**config.mk**
```make
export PLATFORM = sky130hd
export DESIGN_NAME = ao_peripheral_subsystem
export DESIGN_NICKNAME = d
export VERILOG_FILES = /design/src/hw/mini_mcu_settings.svh /design/src/hw/mini_mcu_pkg.sv /design/src/hw/dma_engine.sv /design/src/hw/ao_peripheral_subsystem.sv
export SDC_FILE = /design/constraint.sdc
export NUM_CORES = 1
export LEC_CHECK = 0
export ABC_AREA = 1
export BUFFER_PORTS_ARGS = -buffer_cell sky130_fd_sc_hd__buf_4
export CORE_MARGIN = 5
export CORE_UTILIZATION = 36
export CTS_CLUSTER_SIZE = 8
export DETAILED_ROUTE_END_ITERATION = 8
export HOLD_SLACK_MARGIN = 0.1
export PLACE_DENSITY = 0.66
export SLEW_MARGIN = 0
export SYNTH_ARGS = -nofsm -noshare
export SYNTH_HDL_FRONTEND = slang
export SYNTH_HIERARCHICAL = 1
export SYNTH_SLANG_ARGS = --single-unit
```
**constraint.sdc**
```tcl
create_clock -name clk_i -period 4.7 [get_ports clk_i]
set_input_delay 0.235 -clock clk_i [delete_from_list [all_inputs] [get_ports clk_i]]
set_output_delay 0.235 -clock clk_i [all_outputs]
set_load 0.03 [all_outputs]
```
**src/hw/mini_mcu_settings.svh**
```systemverilog
/*
  mini MCU build settings
  RAM bank geometry and the system memory map
*/
`ifndef MINI_MCU_SETTINGS_SVH
`define MINI_MCU_SETTINGS_SVH

// RAM banks, one word wide each
`define NUM_BANKS 2
`define BANK_WORDS 256

// always-on peripherals live at bit 16
`define AO_BASE 32'h0001_0000

// address bit that picks the RAM bank
`define RAM_BANK_BIT 10

`endif

```
**src/hw/mini_mcu_pkg.sv**
```systemverilog
/*
  mini MCU shared types
  OBI request/response structs and the bus slave select
*/
`default_nettype none

package mini_mcu_pkg;

  typedef struct packed {
    logic        req;
    logic        we;
    logic [3:0]  be;
    logic [31:0] addr;
    logic [31:0] wdata;
  } obi_req_t;

  typedef struct packed {
    logic        gnt;
    logic        rvalid;
    logic [31:0] rdata;
  } obi_resp_t;

  // decoder target on the system bus
  typedef enum logic {
    RAM,
    AO
  } slave_sel_e;

endpackage

`default_nettype wire

```
**src/hw/dma_engine.sv**
```systemverilog
/*
  word-copy DMA
  OBI master that reads len words from src and writes them to dst
*/
`timescale 1ns/1ps
`default_nettype none

module dma_engine
  import mini_mcu_pkg::*;
(
  input  logic        clk_i,
  input  logic        arst_n_i,
  input  logic        start_i,
  input  logic [31:0] src_i,
  input  logic [31:0] dst_i,
  input  logic [15:0] len_i,
  output logic        busy_o,
  output logic        done_o,
  output obi_req_t    dma_req_o,
  input  obi_resp_t   dma_resp_i
);

  typedef enum logic [2:0] {
    IDLE,
    READ,
    WAIT_DATA,
    WRITE,
    WAIT_ACK
  } state_e;

  state_e      state_q;
  logic [31:0] rd_addr_q;
  logic [31:0] wr_addr_q;
  logic [15:0] remain_q;
  logic [31:0] data_q;
  logic        last_ack;

  assign last_ack = (state_q == WAIT_ACK) & dma_resp_i.rvalid & (remain_q == 16'd1);
  assign busy_o   = (state_q != IDLE);
  assign done_o   = last_ack | ((state_q == IDLE) & start_i & (len_i == 16'd0));

  always_comb begin
    dma_req_o.req   = (state_q == READ) | (state_q == WRITE);
    dma_req_o.we    = (state_q == WRITE);
    dma_req_o.be    = 4'hF;
    dma_req_o.addr  = (state_q == WRITE) ? wr_addr_q : rd_addr_q;
    dma_req_o.wdata = data_q;
  end

  always_ff @(posedge clk_i or negedge arst_n_i) begin
    if (!arst_n_i) begin
      state_q   <= IDLE;
      rd_addr_q <= '0;
      wr_addr_q <= '0;
      remain_q  <= '0;
    end else begin
      case (state_q)
        IDLE: begin
          if (start_i && len_i != 16'd0) begin
            rd_addr_q <= src_i;
            wr_addr_q <= dst_i;
            remain_q  <= len_i;
            state_q   <= READ;
          end
        end
        READ: begin
          if (dma_resp_i.gnt) state_q <= WAIT_DATA;
        end
        WAIT_DATA: begin
          if (dma_resp_i.rvalid) state_q <= WRITE;
        end
        WRITE: begin
          if (dma_resp_i.gnt) state_q <= WAIT_ACK;
        end
        WAIT_ACK: begin
          if (dma_resp_i.rvalid) begin
            rd_addr_q <= rd_addr_q + 32'd4;
            wr_addr_q <= wr_addr_q + 32'd4;
            remain_q  <= remain_q - 16'd1;
            state_q   <= (remain_q == 16'd1) ? IDLE : READ;
          end
        end
        default: state_q <= IDLE;
      endcase
    end
  end

  // word in flight between read and write
  always_ff @(posedge clk_i) begin
    if (state_q == WAIT_DATA && dma_resp_i.rvalid) begin
      data_q <= dma_resp_i.rdata;
    end
  end

endmodule

`default_nettype wire

```
**src/hw/ao_peripheral_subsystem.sv**
```systemverilog
/*
  always-on peripherals
  exit registers and the DMA configuration, with the DMA engine itself
*/
`timescale 1ns/1ps
`default_nettype none

module ao_peripheral_subsystem
  import mini_mcu_pkg::*;
(
  input  logic        clk_i,
  input  logic        arst_n_i,
  input  obi_req_t    slave_req_i,
  output obi_resp_t   slave_resp_o,
  output obi_req_t    dma_req_o,
  input  obi_resp_t   dma_resp_i,
  output logic [31:0] exit_value_o,
  output logic        exit_valid_o,
  output logic        dma_intr_o
);

  localparam logic [15:0] EXIT_VALID_OFS = 16'h0000;
  localparam logic [15:0] EXIT_VALUE_OFS = 16'h0004;
  localparam logic [15:0] DMA_SRC_OFS    = 16'h0010;
  localparam logic [15:0] DMA_DST_OFS    = 16'h0014;
  localparam logic [15:0] DMA_LEN_OFS    = 16'h0018;
  localparam logic [15:0] DMA_CTRL_OFS   = 16'h001C;

  logic [15:0] offset;
  logic        wr_en;
  logic        exit_valid_q;
  logic [31:0] exit_value_q;
  logic [31:0] dma_src_q;
  logic [31:0] dma_dst_q;
  logic [15:0] dma_len_q;
  logic        done_q;
  logic        dma_start;
  logic        dma_busy;
  logic        dma_done;
  logic        rvalid_q;
  logic [31:0] rdata_q;
  logic [31:0] rdata_d;

  assign offset = slave_req_i.addr[15:0];
  assign wr_en  = slave_req_i.req & slave_req_i.we;

  // a start while busy is dropped
  assign dma_start = wr_en & (offset == DMA_CTRL_OFS) & slave_req_i.wdata[0] & ~dma_busy;

  always_ff @(posedge clk_i or negedge arst_n_i) begin
    if (!arst_n_i) begin
      exit_valid_q <= 1'b0;
      exit_value_q <= '0;
      dma_src_q    <= '0;
      dma_dst_q    <= '0;
      dma_len_q    <= '0;
      done_q       <= 1'b0;
    end else begin
      if (wr_en) begin
        case (offset)
          EXIT_VALID_OFS: exit_valid_q <= slave_req_i.wdata[0];
          EXIT_VALUE_OFS: exit_value_q <= slave_req_i.wdata;
          DMA_SRC_OFS:    dma_src_q    <= slave_req_i.wdata;
          DMA_DST_OFS:    dma_dst_q    <= slave_req_i.wdata;
          DMA_LEN_OFS:    dma_len_q    <= slave_req_i.wdata[15:0];
          default:        ;
        endcase
      end
      // zero-length copy finishes in its start cycle
      if (dma_done) begin
        done_q <= 1'b1;
      end else if (dma_start) begin
        done_q <= 1'b0;
      end
    end
  end

  always_comb begin
    case (offset)
      EXIT_VALID_OFS: rdata_d = {31'b0, exit_valid_q};
      EXIT_VALUE_OFS: rdata_d = exit_value_q;
      DMA_SRC_OFS:    rdata_d = dma_src_q;
      DMA_DST_OFS:    rdata_d = dma_dst_q;
      DMA_LEN_OFS:    rdata_d = {16'b0, dma_len_q};
      DMA_CTRL_OFS:   rdata_d = {30'b0, done_q, dma_busy};
      default:        rdata_d = '0;
    endcase
  end

  always_ff @(posedge clk_i) begin
    if (slave_req_i.req) begin
      rdata_q <= slave_req_i.we ? 32'h0 : rdata_d;
    end
  end

  always_ff @(posedge clk_i or negedge arst_n_i) begin
    if (!arst_n_i) begin
      rvalid_q <= 1'b0;
    end else begin
      rvalid_q <= slave_req_i.req;
    end
  end

  assign slave_resp_o = '{gnt: slave_req_i.req, rvalid: rvalid_q, rdata: rdata_q};
  assign exit_valid_o = exit_valid_q;
  assign exit_value_o = exit_value_q;
  assign dma_intr_o   = done_q;

  dma_engine dma_engine_i (
    .clk_i     (clk_i),
    .arst_n_i  (arst_n_i),
    .start_i   (dma_start),
    .src_i     (dma_src_q),
    .dst_i     (dma_dst_q),
    .len_i     (dma_len_q),
    .busy_o    (dma_busy),
    .done_o    (dma_done),
    .dma_req_o (dma_req_o),
    .dma_resp_i(dma_resp_i)
  );

endmodule

`default_nettype wire

```
=== After elaboration in Yosys (flattened, before gate mapping) ===
Cells that the tools add are included.
Widths: inputs -> output; s select.

* Bitwise operators: 11
* Reductions and logical operators: 16
* Add/subtract/negate cells: 3
* Mux-type cells: 20
* Equality and inequality tests: 15

{| class="wikitable"
|+ Operators with widths
! cell !! count
|-
| $pmux 32 s6 || 1
|-
| $mux 32 || 5
|-
| $pmux 32 s2 || 2
|-
| $add 32x3->32 const B || 2
|-
| $eq 16x5->1 const B || 4
|-
| $logic_not 16->1 || 2
|-
| $mux 16 || 2
|-
| $pmux 16 s2 || 1
|-
| $eq 16x1->1 const B || 1
|-
| $eq 16x3->1 const B || 1
|-
| $reduce_bool 16->1 || 1
|-
| $sub 16x1->16 const B || 1
|-
| $mux 3 || 5
|-
| $pmux 3 s5 || 1
|-
| $reduce_and 2->1 || 5
|-
| $and 1x1->1 || 8
|-
| $ne 2x2->1 const B || 4
|-
| $eq 3x2->1 const B || 2
|-
| $reduce_and 5->1 || 1
|-
| $reduce_bool 2->1 || 2
|-
| $eq 3x1->1 const B || 1
|-
| $eq 3x3->1 const B || 1
|-
| $logic_not 3->1 || 1
|-
| $mux 1 || 3
|-
| 6 further kinds || 8
|}

* Bits of input ports: 106
* Output and inout bits: 138
* Logic and storage cells: 78
* Register bits: 262

=== Longest topological paths before layout ===
Gate-level depths: netlist of run 1.

* Depth after elaboration: 8
* Gate-level depth with buffers: 14
* Mapped depth without buffers: 12

=== Cells and area by module ===
The synthesis of run 1 kept the hierarchy.

{| class="wikitable"
|+ By module, submodules not included
! module !! cells an instance !! area an instance (µm²) !! times used !! seq. area each (µm²)
|-
| dma_engine || 1190 || 7652.3 || 1 || 3037.9
|-
| ao_peripheral_subsystem || 733 || 6850.3 || 1 || 3838.7
|}

=== Worst setup path after synthesis of run 1 ===
OpenSTA, ideal clock, no wires.

* Kind: register to register
* From: register dma_engine_i.state_q[2]
* To: register dma_engine_i.data_q[0], enable pin
* Stages on the path, launching flop included: 4
* Arrival: 2116 ps
* Setup slack: 2163 ps
* Clock period less this slack: 2537 ps
* Path buffers: 0
* Data required time: 4279 ps
* Library setup time: 421 ps
* Path through: dfrtp_1 -> nor3_1 -> inv_1 -> nor2_1

* Cells in the longest elaborated chain, start to end: 2

{| class="wikitable"
|+ Ends and longest elaborated chain
! what !! RTL line !! text
|-
| start, declared || dma_engine.sv:31 || <nowiki>state_e state_q;</nowiki>
|-
| start signal, assigned || dma_engine.sv:80 || <nowiki>state_q <= (remain_q == 16'd1) ? IDLE : READ;</nowiki>
|-
| $eq 3x2->1 || dma_engine.sv:90 || <nowiki>if (state_q == WAIT_DATA && dma_resp_i.rvalid) begin</nowiki>
|-
| $logic_and 1x1->1 || dma_engine.sv:90 ||
|-
| end signal, assigned || dma_engine.sv:91 || <nowiki>data_q <= dma_resp_i.rdata;</nowiki>
|-
| end, declared || dma_engine.sv:35 || <nowiki>logic [31:0] data_q;</nowiki>
|}

Every way passes these cells.
A chain may end at the register's enable or synchronous reset.

==> metrics.md, run 1 <==
| Metric | Value |
|---|---|
| Post_cts resized | 0 |
| Vias in the first global route | 13251 |
| Post-synth top area share | 0.342 |
| CP Class | reg2out |
| Total CTS buffers | 39 |
| Clock Latency Late Sink | 530 ps |
| R2R Path End | dma_engine_i/rd_addr_q[6] |
| Slew HR | 0.326 |
| Type of the worst min-delay path | in2reg |
| Synth warnings | 6 |
| Final min period | 2640 ps |
| Commonest cells post-synth | nand2_1, nor2_1, dfrtp_1, nand3_1, inv_1 |
| Peak supply drop | between 0.2 and 0.25 mV |
| Critical Path, Cell by Cell | nor3_4 > buf_4 > nand2_1 > o21ai_0 > buf_4 |
| Max-slew violation count | 0 |
| GR met1 Demand/Resource | 0.296 |
| CTS tree | yes |
| Reg clk slew, reported paths | 50 ps |
| Starting Density | 0.364 |
| Async set-reset flop share out of synthesis | 0.756 |
| Starting DRC count in detailed routing | 1144 |
| Fill count | between 3000 and 4000 |
| Netlist cell types | 39 |
| Routed Antenna Nets | 0 |
| Slowest-stage cell, CP | buf_4 |
| GRT Overall Usage | 0.209 |
| IO buf count | 219 |
| CTS Root Cell | clkbuf_16 |
| Endpoints failing setup | 0 |
| Clock buffer depth | 3 |
| Layout Cells excl Fill | 2728 |
| GR Util met2 | 0.338 |
| RSZ-0062 raised after global routing | false |
| Share of layout cells above drive strength 1 | 0.177 |
| DRC Markers | 0 |
| Setup TNS | 0 ps |
| Io pins | 244 |
| Area contributors post-synth | dfrtp_1, nand2_1, edfxtp_1, nor2_1, nand3_1 |
| Final GP Congestion | 0.881 |
| Critical path's most frequent cell | buf_4 |
| Worst Skew | 14.2 ps |
| Number of synthesized flops with an enable pin | between 60 and 70 |
| F_max | 379 MHz |
| Synth Instances | around 1900 |
| Crit path arrival time | 2410 ps |
| Worst path max stage delay | 540 ps |
| Leading area contributor after synthesis | dfrtp_1 |
| CP required | 4470 ps |
| CP Capture Point | dma_req_o[63] |
| Crit path max-delay family | buffers and inverters |
| Dpl cells | 2598 |
| Vias per cell | between 4 and 5 |
| Mean post-synth cell area | 7.54 um^2 |
| Setup crit end kind | primary output |
| Final #Nets | 2292 |
| Crit path max fanout | 64 |
| CP startpoint | dma_engine_i/state_q[2] |
| Synth Flop Type | dfrtp_1 |
| Site Rows | 73 |
| Die Span Y | roughly 210 um |
| Run status | finished, final reports clean |
| Seq cells post-synth | ~260 |
| R2R Path Start | dma_engine_i/state_q[1] |
| Gr busiest metal | met2 |
| First-pass GRT wire length | 74000 um |
| Pwr Density | 407 nW/um^2 |
| Antenna violations before repair | 0 |
| # clock sinks | 262 |
| Seq/Total Area, Yosys | 0.474 |
| Initial DRT Pass Iterations | 5 |
| Final HPWL DP | 33400 um |
| Instance count on the critical path | 5 |
| Largest net degree at the start of global routing | 115 |
| Core Region | 39800 um^2 |
| DR WL/cell | 17.4 um |
| Fin crit share | 0.562 |
| Aggregate routed wire length | about 48000 um |
| GR Util met3 | 0.0296 |
| Syn-to-layout area delta | 24.3% |
| Die area | 44400 um^2 |
| Reg2Reg Setup Slack | between 2000 and 2500 ps |
| ANT cells | 0 |
| Mapped cell area | about 15000 um^2 |
| MaxCap Viol Count | 0 |
| Final hold vios | 0 |
| Leakage | 0.00824 uW |
| Via count | between 10000 and 15000 |
| Top-count cell post-synth | nand2_1 |
| H-tree depth | 2 |
| Worst slew pin tran | a little over 1000 ps |
| CP bufs+invs | 2 |
| GRT overflow | 0 |
| CP Launch Type | register |
| Chip width | 211 um |
| Cells on worst reg2reg path | 11 |
-- routing by layer --
layer / share of wire / wire length, um
met2: 0.47 / 22300
met4: 0.020 / 944
met5: 0 / 0
met1: 0.45 / 21300
met3: 0.062 / 2940
-- worst reg2reg max path, cell delays in order (launching register included) --
cell and delay (ps):
dfrtp_1 400, inv_2 120, nand2_1 80, nor2_2 170, inv_1 110, nor2_1 110, nand2_1 50, nor2_1 280
nand3_2 160, nand2_4 80, buf_4 640, o21ai_0 240
-- worst min-delay path by stage --
| stage | from | endpoint | depth (start not counted) |
|---|---|---|---|
| floorplan | arst_n_i | dma_dst_q[0] | 0 |
| global placement | dma_resp_i[19] | dma_engine_i/data_q[19] | 1 |
| detailed placement | dma_resp_i[18] | dma_engine_i/data_q[18] | 1 |
| CTS | slave_req_i[69] | rvalid_q | 1 |
| global route | slave_req_i[69] | rvalid_q | 1 |
| finish | slave_req_i[69] | rvalid_q | 1 |
-- state kept, by name, indices dropped and copies added, names as in the netlist, 3 cells and up --
signal / count
dma_dst_q: 32
dma_engine_i/data_q: 32
dma_engine_i/rd_addr_q: 32
dma_engine_i/remain_q: 16
dma_engine_i/state_q: 3
dma_engine_i/wr_addr_q: 32
dma_len_q: 16
dma_src_q: 32
exit_value_o: 32
rdata_q: 32
-- power by group --
group	leakage (uW)	internal (uW)	total [uW]	switching, uW
combinational	0.00440	610	1870	1260
clock	0.000521	1530	2540	1010
sequential	0.00332	2610	2920	314
-- cells by family after synthesis --
group | synth area share
AND/OR/NAND/NOR | 0.341
flip-flops | 0.474
AO/OA/AOI/OAI | 0.0970
buffers and inverters | 0.0820
adder cells (fa/ha/maj) | 0.00345
XOR/XNOR | 0.00181
other | 0.000259
-- final cells by class --
type                       count  area (um^2)  share of cell area
sequential                   262         6880               0.382
multi-input combinational   1440         6450               0.358
timing repair buffer         296         2410               0.134
clock buffer                  58         1050              0.0581
tap                          525          657              0.0365
inverter                     143          544              0.0302
clock inverter                 4         35.0             0.00194
-- timing repair --
| item | in CTS | in global routing |
|---|---|---|
| hold buffers | 68 | 0 |
| setup buffers | 0 | 0 |
| endpoints found under the setup margin | 0 | 0 |
| hold endpoints to repair | 264 | 0 |
-- metrics by stage --
| step | hold slack, ps | power, uW | setup WS [ps] | cell area, um^2 | util |
|---|---|---|---|---|---|
| after global placement | 414 | 4740 | 1910 | 16300 | 0.408 |
| after floorplan | -60.6 | 4070 | 2160 | 14500 | - |
| after detailed placement | 414 | 4780 | 1850 | 16300 | 0.408 |
| after global routing | 117 | 7720 | 1910 | 18000 | 0.453 |
| after CTS | 109 | 7390 | 2090 | 18000 | 0.453 |
| final | 129 | 7330 | 2060 | 18000 | 0.453 |
-- cells in the final DEF, fill, tap and decap left out, types with 8 or more instances in the layout --
master and count:
dfrtp_1 198, clkbuf_16 39, buf_4 226, nand3_1 135
dlygate4sd3_1 68, edfxtp_1 64, inv_1 132, clkbuf_1 19
nor2_1 212, or2_2 12, a21oi_1 28, nand2_4 8
nand2_1 760, o21ai_0 89, o21ai_1 69, nand3b_1 14
o21ai_2 51, nand2_2 20
Power figures use the tool's default switching activity.
==> run 2: changes to the inputs <==
ABC_AREA = 0   (was 1)
PLACE_DENSITY = 0.69   (was 0.66)
clock period = 2.2 ns   (was 4.7 ns; I/O delays follow)
==> run 2 against run 1 <==
Effect of this change:
- the flow now finishes with violations (setup timing)
- count of clock-buffer cells in the layout down 1
- worst hold slack better by 34 ps
- area after synthesis decreased by 11%
- non-clock buffer count up 142
- utilization rose by 6.7 points
- global-route usage shrank 0.068 points
- die area decreased by 11%
- largest power group unchanged
- critical endpoint is now dma_req_o[59]
- power rose by 140%
==> metrics.md, run 2 <==
| Metric | Value |
|---|---|
| Slowest-stage cell, CP | dfrtp_1 (was buf_4) |
| Starting DRC count in detailed routing | 1020 (was 1144) |
| Largest net degree at the start of global routing | 71 (was 115) |
| Via count | 11366 (was 13576) |
| Leakage | 0.00811 uW (was 0.00824 uW) |
| Fin crit share | 1.02 |
| Commonest cells post-synth | dfrtp_1, mux2_2, a21oi_1, nand2_1, nor2_1 (was nand2_1, nor2_1, dfrtp_1, nand3_1, inv_1) |
| Initial DRT Pass Iterations | 6 (was 5) |
| Most frequent cells in the layout | buf_4, dfrtp_1, mux2_2 (was nand2_1, buf_4, nor2_1) |
| Vias in the first global route | 11147 (was 13251) |
| Syn-to-layout area delta | 43.0% (was 24.3%) |
| GRT Overall Usage | 0.208 (was 0.209) |
| CTS tree | yes (unchanged) |
| Commonest non-fill, non-tap cell in the layout | buf_4 (was nand2_1) |
| Final min period | 2240 ps |
| Number of synthesized flops with an enable pin | 64 (unchanged) |
| # clock sinks | 262 (unchanged) |
| Routed Antenna Nets | 0 (unchanged) |
| R2R Path Start | dma_engine_i/state_q[1] (unchanged) |
| IO buf count | 219 (unchanged) |
| Core Region | 35400 um^2 (was 39800 um^2) |
| Die Span Y | 199 um (was 211 um) |
| CP Launch Type | register (unchanged) |
| CTS Root Cell | clkbuf_16 (unchanged) |
| Setup crit end kind | primary output (unchanged) |
| Peak supply drop | 0.704 mV (was 0.233 mV) |
| Leading area contributor after synthesis | dfrtp_1 (unchanged) |
| Fill count | 3020 (was 3995) |
| Crit path max-delay family | buffers and inverters (unchanged) |
| Max-slew violation count | 0 (unchanged) |
| Synth Instances | 1116 (was 1923) |
| DR WL/cell | 21.9 um (was 17.4 um) |
| Main combinational cell family by area after synthesis | compound AO/OA/AOI/OAI gates (was simple AND/OR/NAND/NOR gates) |
| Aggregate routed wire length | 43700 um (was 47500 um) |
| Post-DP Area | 15800 um^2 (was 16300 um^2) |
| Failing checks | setup timing |
| Crit path arrival time | 2130 ps (was 2410 ps) |
| Xor and xnor area share after synthesis | 0.000682 (was 0.00181) |
| Starting Density | 0.363 (was 0.364) |
| Post-synth top area share | 0.386 (was 0.342) |
| Site Rows | 69 (was 73) |
| Synth warnings | 6 (unchanged) |
| Worst path max stage delay | 400 ps (was 540 ps) |
| Chip width | 199 um (was 211 um) |
| CP Class | reg2out (unchanged) |
| Slew HR | 0.554 (was 0.326) |
| Clock Latency Late Sink | 530 ps (about the same) |
| Final hold slack | 163 ps (was 129 ps) |
| Critical Path, Cell by Cell | buf_6 > nand3b_1 > buf_6 > buf_12 > clkbuf_16 > mux2_2 > buf_6 (was nor3_4 > buf_4 > nand2_1 > o21ai_0 > buf_4) |
| Share of layout cells above drive strength 1 | 0.394 (was 0.177) |
| Mean post-synth cell area | 11.5 um^2 (was 7.54 um^2) |
| Layout Cells excl Fill | 1993 (was 2728) |
| Mapped cell area | 12800 um^2 (was 14500 um^2) |
| Synth Flop Type | dfrtp_1 (unchanged) |
| Vias per cell | 5.70 (was 4.98) |
| Io pins | 244 (unchanged) |
| ANT cells | 0 (unchanged) |
| Seq/Total Area, Yosys | 0.535 (was 0.474) |
| Mux cell area share after synthesis | 0.141 (was 0) |
| Total CTS buffers | 38 (was 39) |
| H-tree depth | 2 (unchanged) |
| Setup WS post-layout | -42.3 ps (was 2060 ps) |
| Die area | 39600 um^2 (was 44400 um^2) |
| Area contributors post-synth | dfrtp_1, edfxtp_1, mux2_2, a21oi_1, mux2_4 (was dfrtp_1, nand2_1, edfxtp_1, nor2_1, nand3_1) |
| Final HPWL DP | 30200 um (was 33400 um) |
| Pwr Density | 942 nW/um^2 (was 407 nW/um^2) |
| MaxCap Viol Count | 0 (unchanged) |
| Clock buffer depth | 3 (unchanged) |
| Antenna violations before repair | 0 (unchanged) |
| RSZ-0062 raised after global routing | true (was false) |
| Compound-Gate Fraction of Synth Area | 0.156 (was 0.0970) |
| Final Instance Area | 18400 um^2 (was 18000 um^2) |
| Worst Skew | 21.4 ps (was 14.2 ps) |
| Type of the worst min-delay path | in2async (was in2reg) |
| Reg clk slew, reported paths | 50 ps (about the same) |
| Simple-gate share of the synthesized area | 0.124 (was 0.341) |
| Crit path max fanout | 6 (was 64) |
| CP required | 2090 ps (was 4470 ps) |
| CP bufs+invs | 5 (was 2) |
| Critical path's most frequent cell | buf_6 (was buf_4) |
| F_max | 446 MHz |
| Total power | 17300 uW (was 7330 uW) |
| Adder-cell share of the synthesized area | 0.00390 (was 0.00345) |
| Post-place setup slack | -140 ps (was 1850 ps) |
| Endpoints failing setup | 20 (was 0) |
| GRT overflow | 0 (unchanged) |
| Final GP Congestion | 0.917 (was 0.881) |
| Top-count cell post-synth | dfrtp_1 (was nand2_1) |
| Run status | finished with violations (was finished, final reports clean) |
| Worst slew pin tran | 668 ps (was 1010 ps) |
| DRC Markers | 0 (unchanged) |
| First-pass GRT wire length | 64900 um (was 74000 um) |
| Async set-reset flop share out of synthesis | 0.756 (unchanged) |
| CP startpoint | dma_engine_i/state_q[2] (unchanged) |
| Dpl cells | 1828 (was 2598) |
| Final hold vios | 0 (unchanged) |
| Seq cells post-synth | 262 (unchanged) |
| Final #Nets | 1622 (was 2292) |
| Netlist cell types | 79 (was 39) |
## run 2: cell count changes after synthesis, moves of 20 or more
cell / change
a21oi_1: +64
a22oi_1: +43
clkbuf_1: +22
inv_1: -118
mux2_2: +103
mux2_4: +30
nand2_1: -683
nand2_2: -20
nand3_1: -102
nor2_1: -143
o21ai_0: -50
o21ai_1: -67
o21ai_2: -51
o22ai_1: +22
## run 2: repair_timing
action	4_1_cts	5_1_grt
pin swaps	6	12
endpoints found under the hold margin	277	0
gates resized for setup	40	58
setup buffers	11	14
setup endpoints to repair	36	89
hold buffers	71	0
gates cloned	2	8
## run 2: cell type report
type / count / area (um^2) / share of cell area
inverters: 14 / 56.3 / 0.00306
flip-flops and latches: 262 / 6880 / 0.374
multi-input cells: 758 / 5750 / 0.313
clock inverters: 3 / 58.8 / 0.00320
repair buffers: 438 / 4020 / 0.219
well taps: 461 / 577 / 0.0314
clock buffers: 57 / 1030 / 0.0562
## run 2: worst paths after layout
check                                            end  slack, ps  cells after the start
max                                    dma_req_o[59]        -40                      7
min                        dma_engine_i/wr_addr_q[3]        160                      2
max reg2reg                dma_engine_i/remain_q[14]        -20                     10
min reg2reg                dma_engine_i/rd_addr_q[0]        510                      1
max in group asynchronous              dma_src_q[13]       1260                      3
min in group clk_i                        rdata_q[0]        190                      4
## run 2: worst reg2reg max path: stages, from the launching register on
cell,delay [ps]
dfrtp_1,390
buf_4,150
nor3_4,200
inv_2,70
and4b_1,250
and4_4,300
a31o_4,240
buf_6,150
buf_12,120
nand2_1,60
a22o_1,210
## run 2: cells by family (layout without fill, tap and decap cells)
kind of cell | Yosys count | after routing
compound gates | 301 | 301
xor+xnor | 1 | 1
fa+ha+maj | 4 | 4
buf+inv | 99 | 512
flops | 262 | 262
mux | 151 | 151
other cells | 1 | 4
simple gates | 297 | 297
## run 2: report_power, final
| part | switching (uW) | internal (uW) |
|---|---|---|
| sequential | 773 | 5690 |
| clock | 2150 | 3240 |
| combinational | 2940 | 2520 |
| total | 5860 | 11400 |
## run 2: routing by layer
layer / up-vias / track usage / part of all wire
met4: 0 / 0.0572 / 0.027
met1: 5636 / 0.279 / 0.41
met5: - / 0 / 0
met3: 81 / 0.0359 / 0.084
li1: 5072 / - / -
met2: 577 / 0.350 / 0.48
## run 2: stage by stage
stage | utilization | TNS (ps)
2_1_floorplan | - | 0
3_3_place_gp | 0.446 | -8320
3_5_place_dp | 0.446 | -11320
4_1_cts | 0.505 | -179
5_1_grt | 0.519 | -4030
6_report | 0.519 | -459
