### config.mk
export PLATFORM = sky130hd
export DESIGN_NAME = system_bus
export DESIGN_NICKNAME = d
export VERILOG_FILES = /design/src/hw/mini_mcu_pkg.sv /design/src/hw/system_bus.sv
export VERILOG_INCLUDE_DIRS = /design/src /design/src/hw
export SDC_FILE = /design/constraint.sdc
export NUM_CORES = 1
export LEC_CHECK = 0
export ABC_CLOCK_PERIOD_IN_PS = 3600
export BUFFER_PORTS_ARGS = -buffer_cell sky130_fd_sc_hd__buf_2
export CORE_AREA = 5 5 160 162
export DETAILED_ROUTE_END_ITERATION = 16
export DIE_AREA = 0 0 165 167
export PLACE_DENSITY = 0.39
export SYNTH_ARGS = -nofsm -noshare
export SYNTH_HDL_FRONTEND = slang
export SYNTH_SLANG_ARGS = --single-unit
### constraint.sdc
create_clock -name clk_i -period 3.6 [get_ports clk_i]
set_input_delay 0.36 -clock clk_i [delete_from_list [all_inputs] [get_ports clk_i]]
set_output_delay 0.36 -clock clk_i [all_outputs]
set_load 0.01 [all_outputs]
### src/hw/mini_mcu_settings.svh
/*
  mini MCU build settings
  RAM bank geometry and the system memory map
*/
`ifndef MINI_MCU_SETTINGS_SVH
`define MINI_MCU_SETTINGS_SVH

// RAM banks, one word wide each
`define NUM_BANKS 2
`define BANK_WORDS 256

// always-on peripherals live at bit 16
`define AO_BASE 32'h0001_0000

// address bit that picks the RAM bank
`define RAM_BANK_BIT 10

`endif

### src/hw/mini_mcu_pkg.sv
/*
  mini MCU shared types
  OBI request/response structs and the bus slave select
*/
`default_nettype none

package mini_mcu_pkg;

  typedef struct packed {
    logic        req;
    logic        we;
    logic [3:0]  be;
    logic [31:0] addr;
    logic [31:0] wdata;
  } obi_req_t;

  typedef struct packed {
    logic        gnt;
    logic        rvalid;
    logic [31:0] rdata;
  } obi_resp_t;

  // decoder target on the system bus
  typedef enum logic {
    RAM,
    AO
  } slave_sel_e;

endpackage

`default_nettype wire

### src/hw/system_bus.sv
/*
  system bus
  fixed-priority arbiter for two OBI masters, decoder for RAM and AO slaves
*/
`timescale 1ns/1ps
`default_nettype none

`include "mini_mcu_settings.svh"

module system_bus
  import mini_mcu_pkg::*;
(
  input  logic      clk_i,
  input  logic      arst_n_i,
  input  obi_req_t  ext_master_req_i,
  output obi_resp_t ext_master_resp_o,
  input  obi_req_t  dma_req_i,
  output obi_resp_t dma_resp_o,
  output obi_req_t  ram_req_o,
  input  obi_resp_t ram_resp_i,
  output obi_req_t  ao_req_o,
  input  obi_resp_t ao_resp_i
);

  obi_req_t   bus_req;
  slave_sel_e bus_sel;
  logic       dma_won;
  logic       bus_gnt;
  logic       pend_q;
  logic       pend_dma_q;
  slave_sel_e pend_sel_q;
  obi_resp_t  slave_resp;

  // external master first, DMA only when it is quiet
  assign dma_won = dma_req_i.req & ~ext_master_req_i.req;
  assign bus_req = dma_won ? dma_req_i : ext_master_req_i;
  assign bus_sel = ((bus_req.addr & `AO_BASE) != 32'h0) ? AO : RAM;

  always_comb begin
    ram_req_o     = bus_req;
    ao_req_o      = bus_req;
    ram_req_o.req = bus_req.req & (bus_sel == RAM);
    ao_req_o.req  = bus_req.req & (bus_sel == AO);
  end

  assign bus_gnt = bus_req.req & ((bus_sel == AO) ? ao_resp_i.gnt : ram_resp_i.gnt);

  // one outstanding transaction: remember who got it and where it went
  always_ff @(posedge clk_i or negedge arst_n_i) begin
    if (!arst_n_i) begin
      pend_q     <= 1'b0;
      pend_dma_q <= 1'b0;
      pend_sel_q <= RAM;
    end else begin
      pend_q <= bus_gnt;
      if (bus_gnt) begin
        pend_dma_q <= dma_won;
        pend_sel_q <= bus_sel;
      end
    end
  end

  assign slave_resp = (pend_sel_q == AO) ? ao_resp_i : ram_resp_i;

  always_comb begin
    ext_master_resp_o.gnt    = bus_gnt & ~dma_won;
    ext_master_resp_o.rvalid = pend_q & ~pend_dma_q & slave_resp.rvalid;
    ext_master_resp_o.rdata  = slave_resp.rdata;
    dma_resp_o.gnt           = bus_gnt & dma_won;
    dma_resp_o.rvalid        = pend_q & pend_dma_q & slave_resp.rvalid;
    dma_resp_o.rdata         = slave_resp.rdata;
  end

endmodule

`default_nettype wire

Yosys cells after proc, flatten, opt, wreduce, memory -nomap -nowiden
Cells that the tools add are included.
Widths: inputs -> output; s select.
- add/subtract/negate cells: 0
- $mul: 0
- divide/modulo/power cells: 0
- $lt $le $gt $ge: 0
- equality and inequality tests: 0
- shift-type cells: 0
- muxes and demuxes: 4
- bitwise operators: 14
- reductions and logical operators: 0
- operators by type and width (cell ; number):
    $mux 70 ; 1
    $mux 33 ; 1
    $and 1x1->1 ; 10
    $not 1->1 ; 4
    $mux 1 ; 2
- register bits after elaboration: 3
- latch bits: 0
- memory bits (writable): 0
- bits in read-only memories: 0
- word-level logic and storage cells: 21
- memories: 0

Longest topological paths before layout
Gate-level depths: netlist of run 1.
- depth in word-level cells: 7
- mapped depth: 7
- depth with buffers taken out: 3

Worst setup path before layout of run 1
OpenSTA, ideal clock, no wires.
- path kind: input port to output port
- start point: in dma_req_i[69] (netlist bit)
- end point: out ram_req_o[59] (netlist bit)
- arrival: 1222 ps
- slack: 2018 ps
- stages: 7
- buffers on the path: 4
- path through: nor2b_1 > buf_2 > buf_4 > buf_4 > nand2_1 > nand2_1 > buf_4
- RTL lines (item ; RTL line ; RTL):
    start: declaration ; system_bus.sv:17 ; input obi_req_t dma_req_i,
    end: declaration ; system_bus.sv:19 ; output obi_req_t ram_req_o,

==> impl.org, run 1 <==
** Detailed routing
- DRC :: 0
- After detailed routing, the met3 layer carries 1.325 mm of wire.
- In this run the remaining antenna-violating nets after routing total 0.
- Total number of vias :: around 3400
- Detailed-route wire length :: around 13 mm
- Using the TritonRoute via totals, the vias-per-cell ratio works out to 3.382.
- Drt initial violations :: a little under 90
- Average detailed-routed wire length per instance :: 13.20 µm
- The pre-antenna-repair detailed-routing pass consisted of 5 iterations.
- In the final routing, the length of wire on met1 measures roughly 4.1 mm.
- Routed signal wires occupy layers up through met5.
- Routed wire length on met2 :: about 7.7 mm

** Global route
- For this run the aggregate overflow at the end of global routing stands at 0.
- Total global-route track usage :: around 8.4%
- Number of global-route vias before repair :: about 3400
- Initial antenna violation count :: 1
- The first global-routing pass estimated approximately 18 mm of wire.
- Pin count of the biggest net entering global routing :: 60

** Clock network
- Clock tree from TritonCTS :: built
- Worst-case clock buffer depth :: 2
- Num CTS Buffers :: 3
- Clock sink count :: 3
- Post-CTS Hold Buffers :: 1
- Once the clock tree was built, the setup fixing pass inserted 0 buffers.
- Once the clock tree was built, the resizer swapped 0 gates to a different size.
- Maximum level of the CTS H-tree :: 1
- Buffer type at the clock tree root :: sky130_fd_sc_hd__clkbuf_16
- Clock-pin slew on the worst setup and hold paths :: 0.03 ns
- For the worst-skew pair, the clock arrives at the later sink with an insertion delay of 0.22 ns.

** Setup path
- Data required time of the worst path :: between 3 and 4 ns
- Worst Path Max Fanout :: 20
- Data arrives at the worst endpoint at roughly 1.9 ns.
- STA classifies the critical path startpoint as a flop.
- Cells along the critical path :: buf_4, mux2_2, buf_2
- For this run, the slowest stage of the critical path takes slightly above 0.8 ns.
- Slowest CP cell :: sky130_fd_sc_hd__dfrtp_1
- Setup crit end kind :: output pin
- In this design, the largest share of critical-path delay is due to flip-flops.
- Number of buffer and inverter instances along the worst setup path :: 2
- The worst setup path is of the reg -> out kind.

** Placement
- The wire-length estimate of the detail-placed layout is approximately 12 mm.
- Counting tap cells, the placed design contains a total of 1005 instances.
- Timing analysis after detailed placement gives a worst setup slack of around 1.6 ns.
- The congestion estimate from routability-driven global placement came to approximately 0.79.
- In this run the tool buffered the top-level ports with about 420 buffer cells.

** STA
- At the pin with the least slew margin, the transition time is approximately 0.75 ns.
- For the final routed database, the setup TNS stands at 0 ns.
- The hold violation total from the final report was 0.
- The worst pin sits at a relative slew slack of between 40% and 50%.
- PnR worst setup slack :: about 1.3 ns
- Setup violations remaining at the end of the flow were counted as 0.
- Setup repair after global routing left no endpoint under its margin.
- Number of max-slew violations in the final report :: 0
- The routed design could run at a clock period as short as 2.262 ns.
- Across the routed clock network, the largest skew measured is 0 ns.
- Derived from the worst setup path, the maximum achievable clock frequency is approximately 0.44 GHz.
- After layout, the worst path uses approximately 63% of the clock period.

** Power
- The clock network burns a little under a fifth of the power.
- For this design the total switching power over the nets is ~0.0004 W.
- Of the total power, registers draw 5.8%.
- Maximum VDD drop :: just over 0.00009 V
- Cell Int Power :: just over 0.0005 W
- In this run switching power makes up between 40 and 50% of total power.
- Leakage dissipation :: between 2 and 3 nW
- Combinational logic is responsible for ~75% of the overall power.
- Power per unit of standard cell area :: ~230 mW/mm²

** Logic synthesis
- Of the synthesized area, sequential elements account for under 10%.
- Counting flops with a built-in enable in the synthesized netlist gives 0.
- Synthesis inferred 3 register bits.
- Averaged over all synthesized cells, the footprint is 5.769 µm².
- Library cells used by synthesis :: 18
- FFs w/ async S/R, synth :: 100.0%
- Mapped Nets :: 593
- Sorting the synthesized cells by area gives the leading types as sky130_fd_sc_hd__nand2_1 (36%), sky130_fd_sc_hd__buf_4 (35%), sky130_fd_sc_hd__mux2_2 (17%), sky130_fd_sc_hd__buf_2 (4.1%), sky130_fd_sc_hd__dfrtp_1 (3.4%).
- Post-synth design cell area :: around 0.0022 mm²
- The largest total area in the synthesized netlist belongs to sky130_fd_sc_hd__nand2_1.
- Area fraction of the dominant cell type after synthesis :: approximately 36%
- The Yosys step of the flow raised 0 warnings.
- Most used standard cell by instance count after synthesis :: sky130_fd_sc_hd__nand2_1
- Main synth FF type :: sky130_fd_sc_hd__dfrtp_1
- The cell count after synthesis came out at 383.
- Most used standard cells in the synthesized netlist :: sky130_fd_sc_hd__nand2_1 (209), sky130_fd_sc_hd__buf_4 (104), sky130_fd_sc_hd__mux2_2 (33), sky130_fd_sc_hd__buf_2 (18), sky130_fd_sc_hd__dfrtp_1 (3)

** Cells and area
- Layout Cells excl Fill :: slightly above 1000
- Area overhead of the layout relative to synthesis :: 80.01%
- Ant diodes :: 0
- Share of cells above drive strength 1 :: roughly 67%
- The final layout contains ~900 nets.

** Run status
- Status :: finished, final reports clean

** Worst hold path
- Path type of the worst min-delay path :: in -> reg

** Job
- Across the run, the number of max-cap violations was 0.

** Floorplanning
- In this run the vertical extent of the chip is around 170 µm.
- The die covers ~0.028 mm².
- between 400 and 500 I/O pins were placed.
- Measured along the x axis, the die boundary spans about 170 µm.
- Standard-cell rows :: between 50 and 60
- The core region is around 0.024 mm².
- Starting utilization of the core area :: 9.221%
[logic make-up (layout without fill, tap and decap cells)]
kind of cell | count (synthesis) | in the layout | synth area share, %
flip-flops | 3 | 3 | 3.397
AND/OR/NAND/NOR | 216 | 216 | 37.37
multiplexers | 35 | 35 | 17.78
buffers and inverters | 124 | 427 | 39.75
AO/OA/AOI/OAI | 5 | 5 | 1.699
[power by group through the flow]
stage	Clock (W)	Sequential, W	Combinational [W]
2_1_floorplan	0	0.0000403	0.000490
3_3_place_gp	0	0.0000545	0.000713
3_5_place_dp	0	0.0000536	0.000705
4_1_cts	0.000178	0.0000535	0.000709
5_1_grt	0.000181	0.0000549	0.000764
6_report	0.000174	0.0000534	0.000696
[cells in the final DEF, fill, tap and decap left out]
cell                            instances
sky130_fd_sc_hd__mux2_2                33
sky130_fd_sc_hd__a32o_1                 1
sky130_fd_sc_hd__nand3b_1               2
sky130_fd_sc_hd__nand2_1              209
sky130_fd_sc_hd__a21o_1                 1
sky130_fd_sc_hd__mux2_1                 1
sky130_fd_sc_hd__buf_2                417
sky130_fd_sc_hd__clkbuf_1               1
sky130_fd_sc_hd__o21ai_1                1
sky130_fd_sc_hd__o22ai_1                1
sky130_fd_sc_hd__dfrtp_1                3
sky130_fd_sc_hd__a22o_1                 1
sky130_fd_sc_hd__dlygate4sd3_1          1
sky130_fd_sc_hd__nor2_1                 2
sky130_fd_sc_hd__clkbuf_16              3
sky130_fd_sc_hd__nand2b_2               1
sky130_fd_sc_hd__and3_1                 1
sky130_fd_sc_hd__nor2b_4                1
sky130_fd_sc_hd__inv_1                  2
sky130_fd_sc_hd__buf_12                 2
sky130_fd_sc_hd__buf_4                  1
sky130_fd_sc_hd__mux2i_1                1
[final timing paths]
| check | slack [ns] | from | end | cells past startpoint |
|---|---|---|---|---|
| setup reg to reg | 2.14 | pend_sel_q$_DFFE_PN0P_ | pend_sel_q$_DFFE_PN0P_ | 2 |
| max in group asynchronous | 2.99 | arst_n_i | pend_dma_q$_DFFE_PN0P_ | 2 |
| min in group asynchronous | 0.49 | arst_n_i | pend_sel_q$_DFFE_PN0P_ | 2 |
| setup / recovery | 1.34 | pend_sel_q$_DFFE_PN0P_ | ext_master_resp_o[26] | 3 |
| hold reg to reg | 0.50 | pend_dma_q$_DFFE_PN0P_ | pend_dma_q$_DFFE_PN0P_ | 1 |
| hold / removal | 0.46 | ao_resp_i[33] | pend_sel_q$_DFFE_PN0P_ | 2 |
[final cells by class]
cell class | count | area (µm²)
clock buffers | 4 | 78.83
inverters | 2 | 7.507
fillers | 2833 | 19990
well taps | 324 | 405.4
flip-flops and latches | 3 | 75.07
repair buffers | 421 | 2145
multi-input cells | 256 | 1266
[flip-flops by register name, indices dropped and copies added (netlist names)]
| signal | cells |
|---|---|
| pend_dma_q | 1 |
| pend_sel_q | 1 |
| pend_q | 1 |
[through the flow]
step / util, % / hold WS (ns) / cell area (µm²) / power [W]
finish: 16.60 / 0.4575 / 3978 / 0.0009237
global route: 16.60 / 0.4826 / 3978 / 0.001001
CTS: 16.60 / 0.4669 / 3978 / 0.0009407
detailed placement: 16.23 / 0.1678 / 3889 / 0.0007585
global placement: 16.23 / 0.1641 / 3889 / 0.0007676
floorplan: - / 0.06441 / 2210 / 0.0005303
[per-layer routing]
layer | vias up | global-route usage (%)
li1 | 1683 | -
met1 | 1476 | 7.193
met2 | 247 | 19.19
met3 | 8 | 1.211
met4 | 2 | 1.193
met5 | - | 0
Note: power is estimated with default switching activity, not from simulation.
==> run 2, diff against run 1 <==
ABC_CLOCK_PERIOD_IN_PS = 2000   (was 3600)
PLACE_DENSITY = 0.41   (was 0.39)
clock period = 2 ns   (was 3.6 ns; I/O delays follow)
==> impl.org, run 2 (same netlist as run 1, synthesis figures left out) <==
** Run status
- Status :: finished, final reports clean

** STA
- Tcrit/Tclk final :: between 80% and 90%
- Total of endpoints with negative setup slack in the final report :: 0 (unchanged)
- Final-report hold violation count :: 0 (unchanged)
- The final worst slack was 0.3614 ns (-0.9767 ns).
- Number of max-slew violations in the final report :: 0 (unchanged)
- Static timing analysis puts the maximum clock frequency at ~0.61 GHz.
- Clock period minus final worst setup slack :: ~1.6 ns
- Final Skew :: 0 ns (unchanged)
- Worst slew margin relative to its limit :: 75.85% (+26 points)
- Setup TNS :: 0 ns (unchanged)
- The measured slew at the worst slew-check pin was 0.3623 ns (-0.3885 ns).
- Unrepaired setup endpoints after global routing :: false

** Floorplanning
- The top-level port count was 418 (unchanged).
- Chip width :: 165 µm (unchanged)
- The effective utilization at floorplan is 9.221% (unchanged).
- Core box area :: 0.02396 mm² (unchanged)
- The area of the die came to 0.02756 mm² (unchanged).
- The number of core rows was 57 (unchanged).
- Die Span Y :: 167 µm (unchanged)

** Setup path
- The worst register-to-register path begins at pend_sel_q$_DFFE_PN0P_.
- Setup crit end kind :: output pin
- The length in cells of the worst reg-to-reg path is 2 (unchanged).
- The register-to-register setup slack came to 0.95 ns (-1.19 ns).
- The critical path is of the reg -> out type.
- Crit path arrival time :: 1.44 ns (-0.46 ns)
- The worst setup path is launched from a flop.
- The maximum fanout along the worst path was 26 (+30%).
- Data required time of the worst path :: 1.80 ns (-1.44 ns)
- Destination of the worst register-to-register timing path :: pend_sel_q$_DFFE_PN0P_

** Power
- The share of power burned in registers was 4.4% (-1.4 points).
- Power share of the combinational group :: 76.9% (+1.5 points)
- Leakage dissipation :: 2.583 nW (+0.70%)
- Sw frac :: 44.50% (about the same)
- Cell Int Power :: 0.0009321 W (+82%)
- The total net switching power came to 0.0007474 W (+82%).
- Power per unit of standard cell area :: 418.6 mW/mm² (+80%)
- Clock Power Share :: 18.7% (-0.2 points)
- Maximum VDD drop :: 0.0001955 V (+110%)

** Detailed routing
- Count of TritonRoute iterations in the first routing pass :: 4 (-1)
- Detailed-route wire length :: 13.40 mm (+0.53%)
- Detail-routed via count per cell :: 3.366 (-0.47%)
- Total number of vias :: 3410 (-0.18%)
- The detailed-route DRC error count came to 0 (unchanged).
- The routed wirelength normalized by instance count came to 13.23 µm (+0.23%).
- The number of nets with antenna violations after detailed routing was 0 (unchanged).
- Drt initial violations :: 91 (+2.2%)

** Worst hold path
- Worst Hold Depth :: 2 (unchanged)
- The path with the worst hold slack has its endpoint at pend_sel_q$_DFFE_PN0P_.
- Path type of the worst min-delay path :: in -> reg
- Hold Crit Start :: ao_resp_i[33]

** Placement
- # port buffers :: 417 (unchanged)
- The setup slack at placement came to 0.5039 ns (-1.059 ns).
- Routability congestion estimate :: 0.8045 (+1.6%)
- HPWL reported at the end of detailed placement :: 12.02 mm (+1.3%)

** Cells and area
- Share of cells above drive strength 1 :: 66.91% (+0.14 points)
- In the layout the commonest cells are sky130_fd_sc_hd__buf_2 (417), sky130_fd_sc_hd__nand2_1 (209), sky130_fd_sc_hd__mux2_2 (33).
- In the final layout, the registers with the most flip-flops are pend_dma_q: 1 flops, pend_q: 1 flops, pend_sel_q: 1 flops.
- Leading cell type in the layout, fill and taps excluded :: sky130_fd_sc_hd__buf_2
- Number of nets in the final layout :: 900 (+0.33%)
- Area overhead of the layout relative to synthesis :: 81.60%
- Ant diodes :: 0 (unchanged)

** Clock network
- Num CTS Buffers :: 3 (unchanged)
- Clock insertion delay at the later pin of the skew report :: 0.22 ns (about the same)
- Clock sink count :: 3 (unchanged)
- Worst-case clock buffer depth :: 2 (unchanged)
- Clock tree from TritonCTS :: built
- The level count of the clock H-tree is 1 (unchanged).
- The clock-pin slew on the worst setup and hold paths was 0.03 ns (about the same).
- Buffer type at the clock tree root :: sky130_fd_sc_hd__clkbuf_16
- The post-CTS repair timing setup buffer count was 0 (unchanged).

** Global route
- The via count of the first global-routing pass was 3345 (-1.3%).
- The initial antenna violation count came to 1 (unchanged).
- Total congestion overflow :: 0 (unchanged)
- Total global-route track usage :: 8.368% (+0.015 points)
- Pin count of the biggest net entering global routing :: 38 (-37%)
- The first-pass GRT wire length came to 18.08 mm (-0.27%).

** Job
- The reported max-cap violation count is 0 (unchanged).
[run 2: final cells by class]
cell class,instances,area (µm²)
clock buffer,4,78.83
fill,2806,19950
inverter,2,7.507
multi-input combinational,256,1266
sequential,3,75.07
tap,324,405.4
timing repair buffer,424,2180
[run 2: worst max-delay path, stage by stage (launching register included)]
cell	delay, ns
sky130_fd_sc_hd__dfrtp_1	0.33
sky130_fd_sc_hd__buf_4	0.33
sky130_fd_sc_hd__mux2_2	0.40
sky130_fd_sc_hd__buf_2	0.15
[run 2: worst max path at each step]
stage                                      start  cells past startpoint  slack (ns)                    end
after floorplan           pend_sel_q$_DFFE_PN0P_                      4        0.60  ext_master_resp_o[10]
after global placement      ext_master_req_i[69]                      6        0.48           ao_req_o[47]
after detailed placement    ext_master_req_i[69]                      6        0.50          ram_req_o[47]
after CTS                 pend_sel_q$_DFFE_PN0P_                      3        0.34   ext_master_resp_o[4]
after global routing      pend_sel_q$_DFFE_PN0P_                      3        0.31   ext_master_resp_o[4]
final                     pend_sel_q$_DFFE_PN0P_                      3        0.36         dma_resp_o[27]
[run 2: power by group through the flow]
| stage | combinational (W) | clock, W | sequential [W] |
|---|---|---|---|
| global route | 0.00141 | 0.000325 | 0.0000751 |
| floorplan | 0.000882 | 0 | 0.0000726 |
| CTS | 0.00131 | 0.000318 | 0.0000744 |
| finish | 0.00129 | 0.000314 | 0.0000744 |
| detailed placement | 0.00131 | 0 | 0.0000751 |
| global placement | 0.00132 | 0 | 0.0000748 |
[run 2: what timing repair did]
action	4_1_cts	5_1_grt
hold buffers	1	0
gates resized for setup	0	0
endpoints found under the hold margin	3	0
[run 2: routing by layer]
layer | global-route usage [%] | share of wire, % | up-vias
met5 | 0 | 0.15 | -
met4 | 1.591 | 1.3 | 2
met3 | 1.705 | 11 | 12
met2 | 18.54 | 56 | 254
met1 | 7.326 | 32 | 1453
li1 | - | - | 1689
[run 2: through the flow]
stage | cell area, µm² | cells | hold slack (ns) | power, W | util [%]
after floorplan | 2210 | 383 | -0.09559 | 0.0009545 | -
after global placement | 3924 | 1008 | -0.002017 | 0.001394 | 16.37
after detailed placement | 3924 | 1008 | -0.001664 | 0.001381 | 16.37
after CTS | 4013 | 1013 | 0.3137 | 0.001706 | 16.74
after global routing | 4013 | 1013 | 0.3182 | 0.001811 | 16.74
final | 4013 | 1013 | 0.3128 | 0.001679 | 16.74
==> run 3, diff against run 2 <==
ABC_CLOCK_PERIOD_IN_PS = 1700   (was 2000)
CORE_AREA = 5 5 161 163   (was 5 5 160 162)
DIE_AREA = 0 0 166 168   (was 0 0 165 167)
PLACE_DENSITY = 0.39   (was 0.41)
clock period = 1.7 ns   (was 2 ns; I/O delays follow)
==> impl.org, run 3 (same netlist as run 1, synthesis figures left out) <==
** Run status
- The run finished with clean final reports.

** STA
- The number of slew-limit violations in the final report came to 0 (unchanged).
- Setup TNS :: 0 ns (unchanged)
- Fmax :: 0.6412 GHz
- The final worst hold slack was 0.2466 ns (-0.06620 ns).
- Worst slew margin relative to its limit :: 76.51% (+0.67 points)
- The number of failing setup endpoints in the final timing report is 0 (unchanged).
- Final Skew :: 0 ns (unchanged)
- The worst path in the final design needs a cycle of approximately 1.6 ns, including I/O delays and setup.
- The hold violation total from the final report is 0 (unchanged).
- Tcrit/Tclk final :: between 90% and 100%
- Setup repair after global routing left no endpoint under its margin.
- Slew at the pin closest to its max-slew limit :: 0.3523 ns (-0.009997 ns)

** Power
- Maximum VDD drop :: 0.0001963 V (+0.42%)
- Power per unit of standard cell area :: 495.6 mW/mm² (+18%)
- The total leakage power is 2.589 nW (+0.26%).

** Setup path
- Setup crit start kind :: flop
- Crit Path Category :: reg -> out
- Worst Path Max Fanout :: 13 (-50%)
- Tracing the worst setup path back leads to its startpoint at pend_sel_q$_DFFE_PN0P_.
- STA classifies the critical path endpoint as an output pin.
- In this run the critical register-to-register path is launched from pend_sel_q$_DFFE_PN0P_.
- Crit path arrival time :: 1.39 ns (-0.05 ns)
- The worst endpoint required time was 1.53 ns (-0.27 ns).

** Worst hold path
- The startpoint identified for the worst hold timing path is ao_resp_i[33].
- The min-delay analysis places its worst path in the category in -> reg.

** Global route
- The first-pass GRT wire length is 19.31 mm (+6.8%).
- Number of global-route vias before repair :: 3555 (+6.3%)
- The global-route total usage across every layer was 8.537% (+0.17 points).
- Initial antenna violation count :: 3 (+2)
- The remaining global-route overflow was 0 (unchanged).
- The largest net degree at the start of global routing is 40 (+5.3%).

** Placement
- The total of buffers placed on input and output ports is 417 (unchanged).
- The weighted congestion reported at the end of routability-driven placement is 0.8600 (+6.9%).
- The number of cells after detailed placement is 1008 (unchanged).
- The final HPWL from detailed placement was 12.04 mm (+0.14%).

** Clock network
- The number of hold buffers added after cts was 1 (unchanged).
- Clock insertion delay at the later pin of the skew report :: 0.23 ns (about the same)
- In this run the clock root is driven by a sky130_fd_sc_hd__clkbuf_16.
- The clock sink count came to 3 (unchanged).
- Clock-pin slew on the worst setup and hold paths :: 0.03 ns (about the same)
- The number of buffers added by the clock tree synthesis step is 3 (unchanged).
- Clock tree from TritonCTS :: built
- The post-CTS repair timing setup buffer count was 0 (unchanged).
- The number of buffers on the longest clock path was 2 (unchanged).
- Maximum level of the CTS H-tree :: 1 (unchanged)
- Count of cells resized by post-cts repair :: 0 (unchanged)

** Cells and area
- Most frequent cells in the layout :: sky130_fd_sc_hd__buf_2 (417), sky130_fd_sc_hd__nand2_1 (209), sky130_fd_sc_hd__mux2_2 (33)
- The share of final-layout standard cells stronger than drive strength 1 was 66.91% (unchanged).
- Utilization of the core after routing :: 16.65% (-0.096 points)
- From synthesis to final layout, the design area changed by 82.16%.
- The library cell used most frequently in the layout, excluding fill and tap cells, is sky130_fd_sc_hd__buf_2.
- The final cell count without fillers came to 1013 (unchanged).
- The net count of the finished layout came to 900 (unchanged).
- Ant diodes :: 0 (unchanged)
- Registers with the most flip-flops :: pend_dma_q: 1 flops, pend_q: 1 flops, pend_sel_q: 1 flops

** Floorplanning
- Area of the die :: 0.02789 mm² (+1.2%)
- The core footprint is 0.02418 mm² (+0.89%).
- The top-level port count came to 418 (unchanged).
- Standard-cell rows :: 57 (unchanged)
- Starting utilization of the core area :: 9.139% (-0.082 points)
- The die outline width is 166 µm (+0.61%).
- Die Span Y :: 168 µm (+0.60%)

** Detailed routing
- The starting DRC count in detailed routing was 63 (-31%).
- The highest metal layer carrying signal wires in the routed design is met4.
- Routed wire length on met2 :: 7.351 mm (-1.9%)
- The total detailed-routing wirelength came to 13.40 mm (about the same).
- The number of nets with antenna violations after detailed routing came to 0 (unchanged).
- Count of TritonRoute iterations in the first routing pass :: 4 (unchanged)
- M1 WL :: 4.259 mm (-0.75%)
- Average detailed-routed wire length per instance :: 13.23 µm (about the same)
- Routed wire length on met3 :: 1.455 mm (+1.7%)
- The detailed-route DRC error count is 0 (unchanged).
- Detail-routed via count per cell :: 3.394 (+0.82%)
- The via count was 3438 (+0.82%).

** Job
- # Max-Cap Violations :: 0 (unchanged)
## run 3: changes by cell type in the layout (fill, tap and decap cells not counted)
cell | before | now
sky130_fd_sc_hd__buf_12 | 3 | 4
sky130_fd_sc_hd__buf_4 | 3 | 2
## run 3: metrics by stage
step / instance area, µm² / total power (W) / setup WS, ns
2_1_floorplan: 2210 / 0.001123 / 0.3334
3_3_place_gp: 3936 / 0.001657 / 0.2988
3_5_place_dp: 3936 / 0.001640 / 0.2977
4_1_cts: 4025 / 0.002035 / 0.1299
5_1_grt: 4025 / 0.002155 / 0.08328
6_report: 4025 / 0.001995 / 0.1404
## run 3: layout make-up
class | count | area (µm²)
clock buffer | 4 | 78.83
fill | 2777 | 20150
inverter | 2 | 7.507
multi-input combinational | 256 | 1266
sequential | 3 | 75.07
tap | 324 | 405.4
timing repair buffer | 424 | 2192
## run 3: path summary, 6_finish.rpt
check                                          to  slack, ns  cells past startpoint
max in group asynchronous        pend_q$_DFF_PN0_       1.29                      2
hold reg to reg            pend_dma_q$_DFFE_PN0P_       0.50                      1
setup reg to reg           pend_sel_q$_DFFE_PN0P_       0.69                      2
min in group asynchronous  pend_sel_q$_DFFE_PN0P_       0.29                      2
hold / removal             pend_sel_q$_DFFE_PN0P_       0.25                      2
setup / recovery            ext_master_resp_o[27]       0.14                      3
## run 3: worst max-delay path, cell delays in order, from the launching register on
cell                      delay (ns)
sky130_fd_sc_hd__dfrtp_1        0.40
sky130_fd_sc_hd__buf_4          0.24
sky130_fd_sc_hd__mux2_2         0.36
sky130_fd_sc_hd__buf_2          0.15
## run 3: power breakdown
| group | switching (W) | internal, W |
|---|---|---|
| sequential | 0.00000876 | 0.0000817 |
| combinational | 0.000807 | 0.000717 |
| clock | 0.0000702 | 0.000310 |
| total | 0.000886 | 0.00111 |
## run 3: metal layers
layer,vias up,global-route usage [%]
met1,1460,7.647
met2,263,18.22
met4,0,2.331
met5,-,0
li1,1689,-
met3,26,2.438
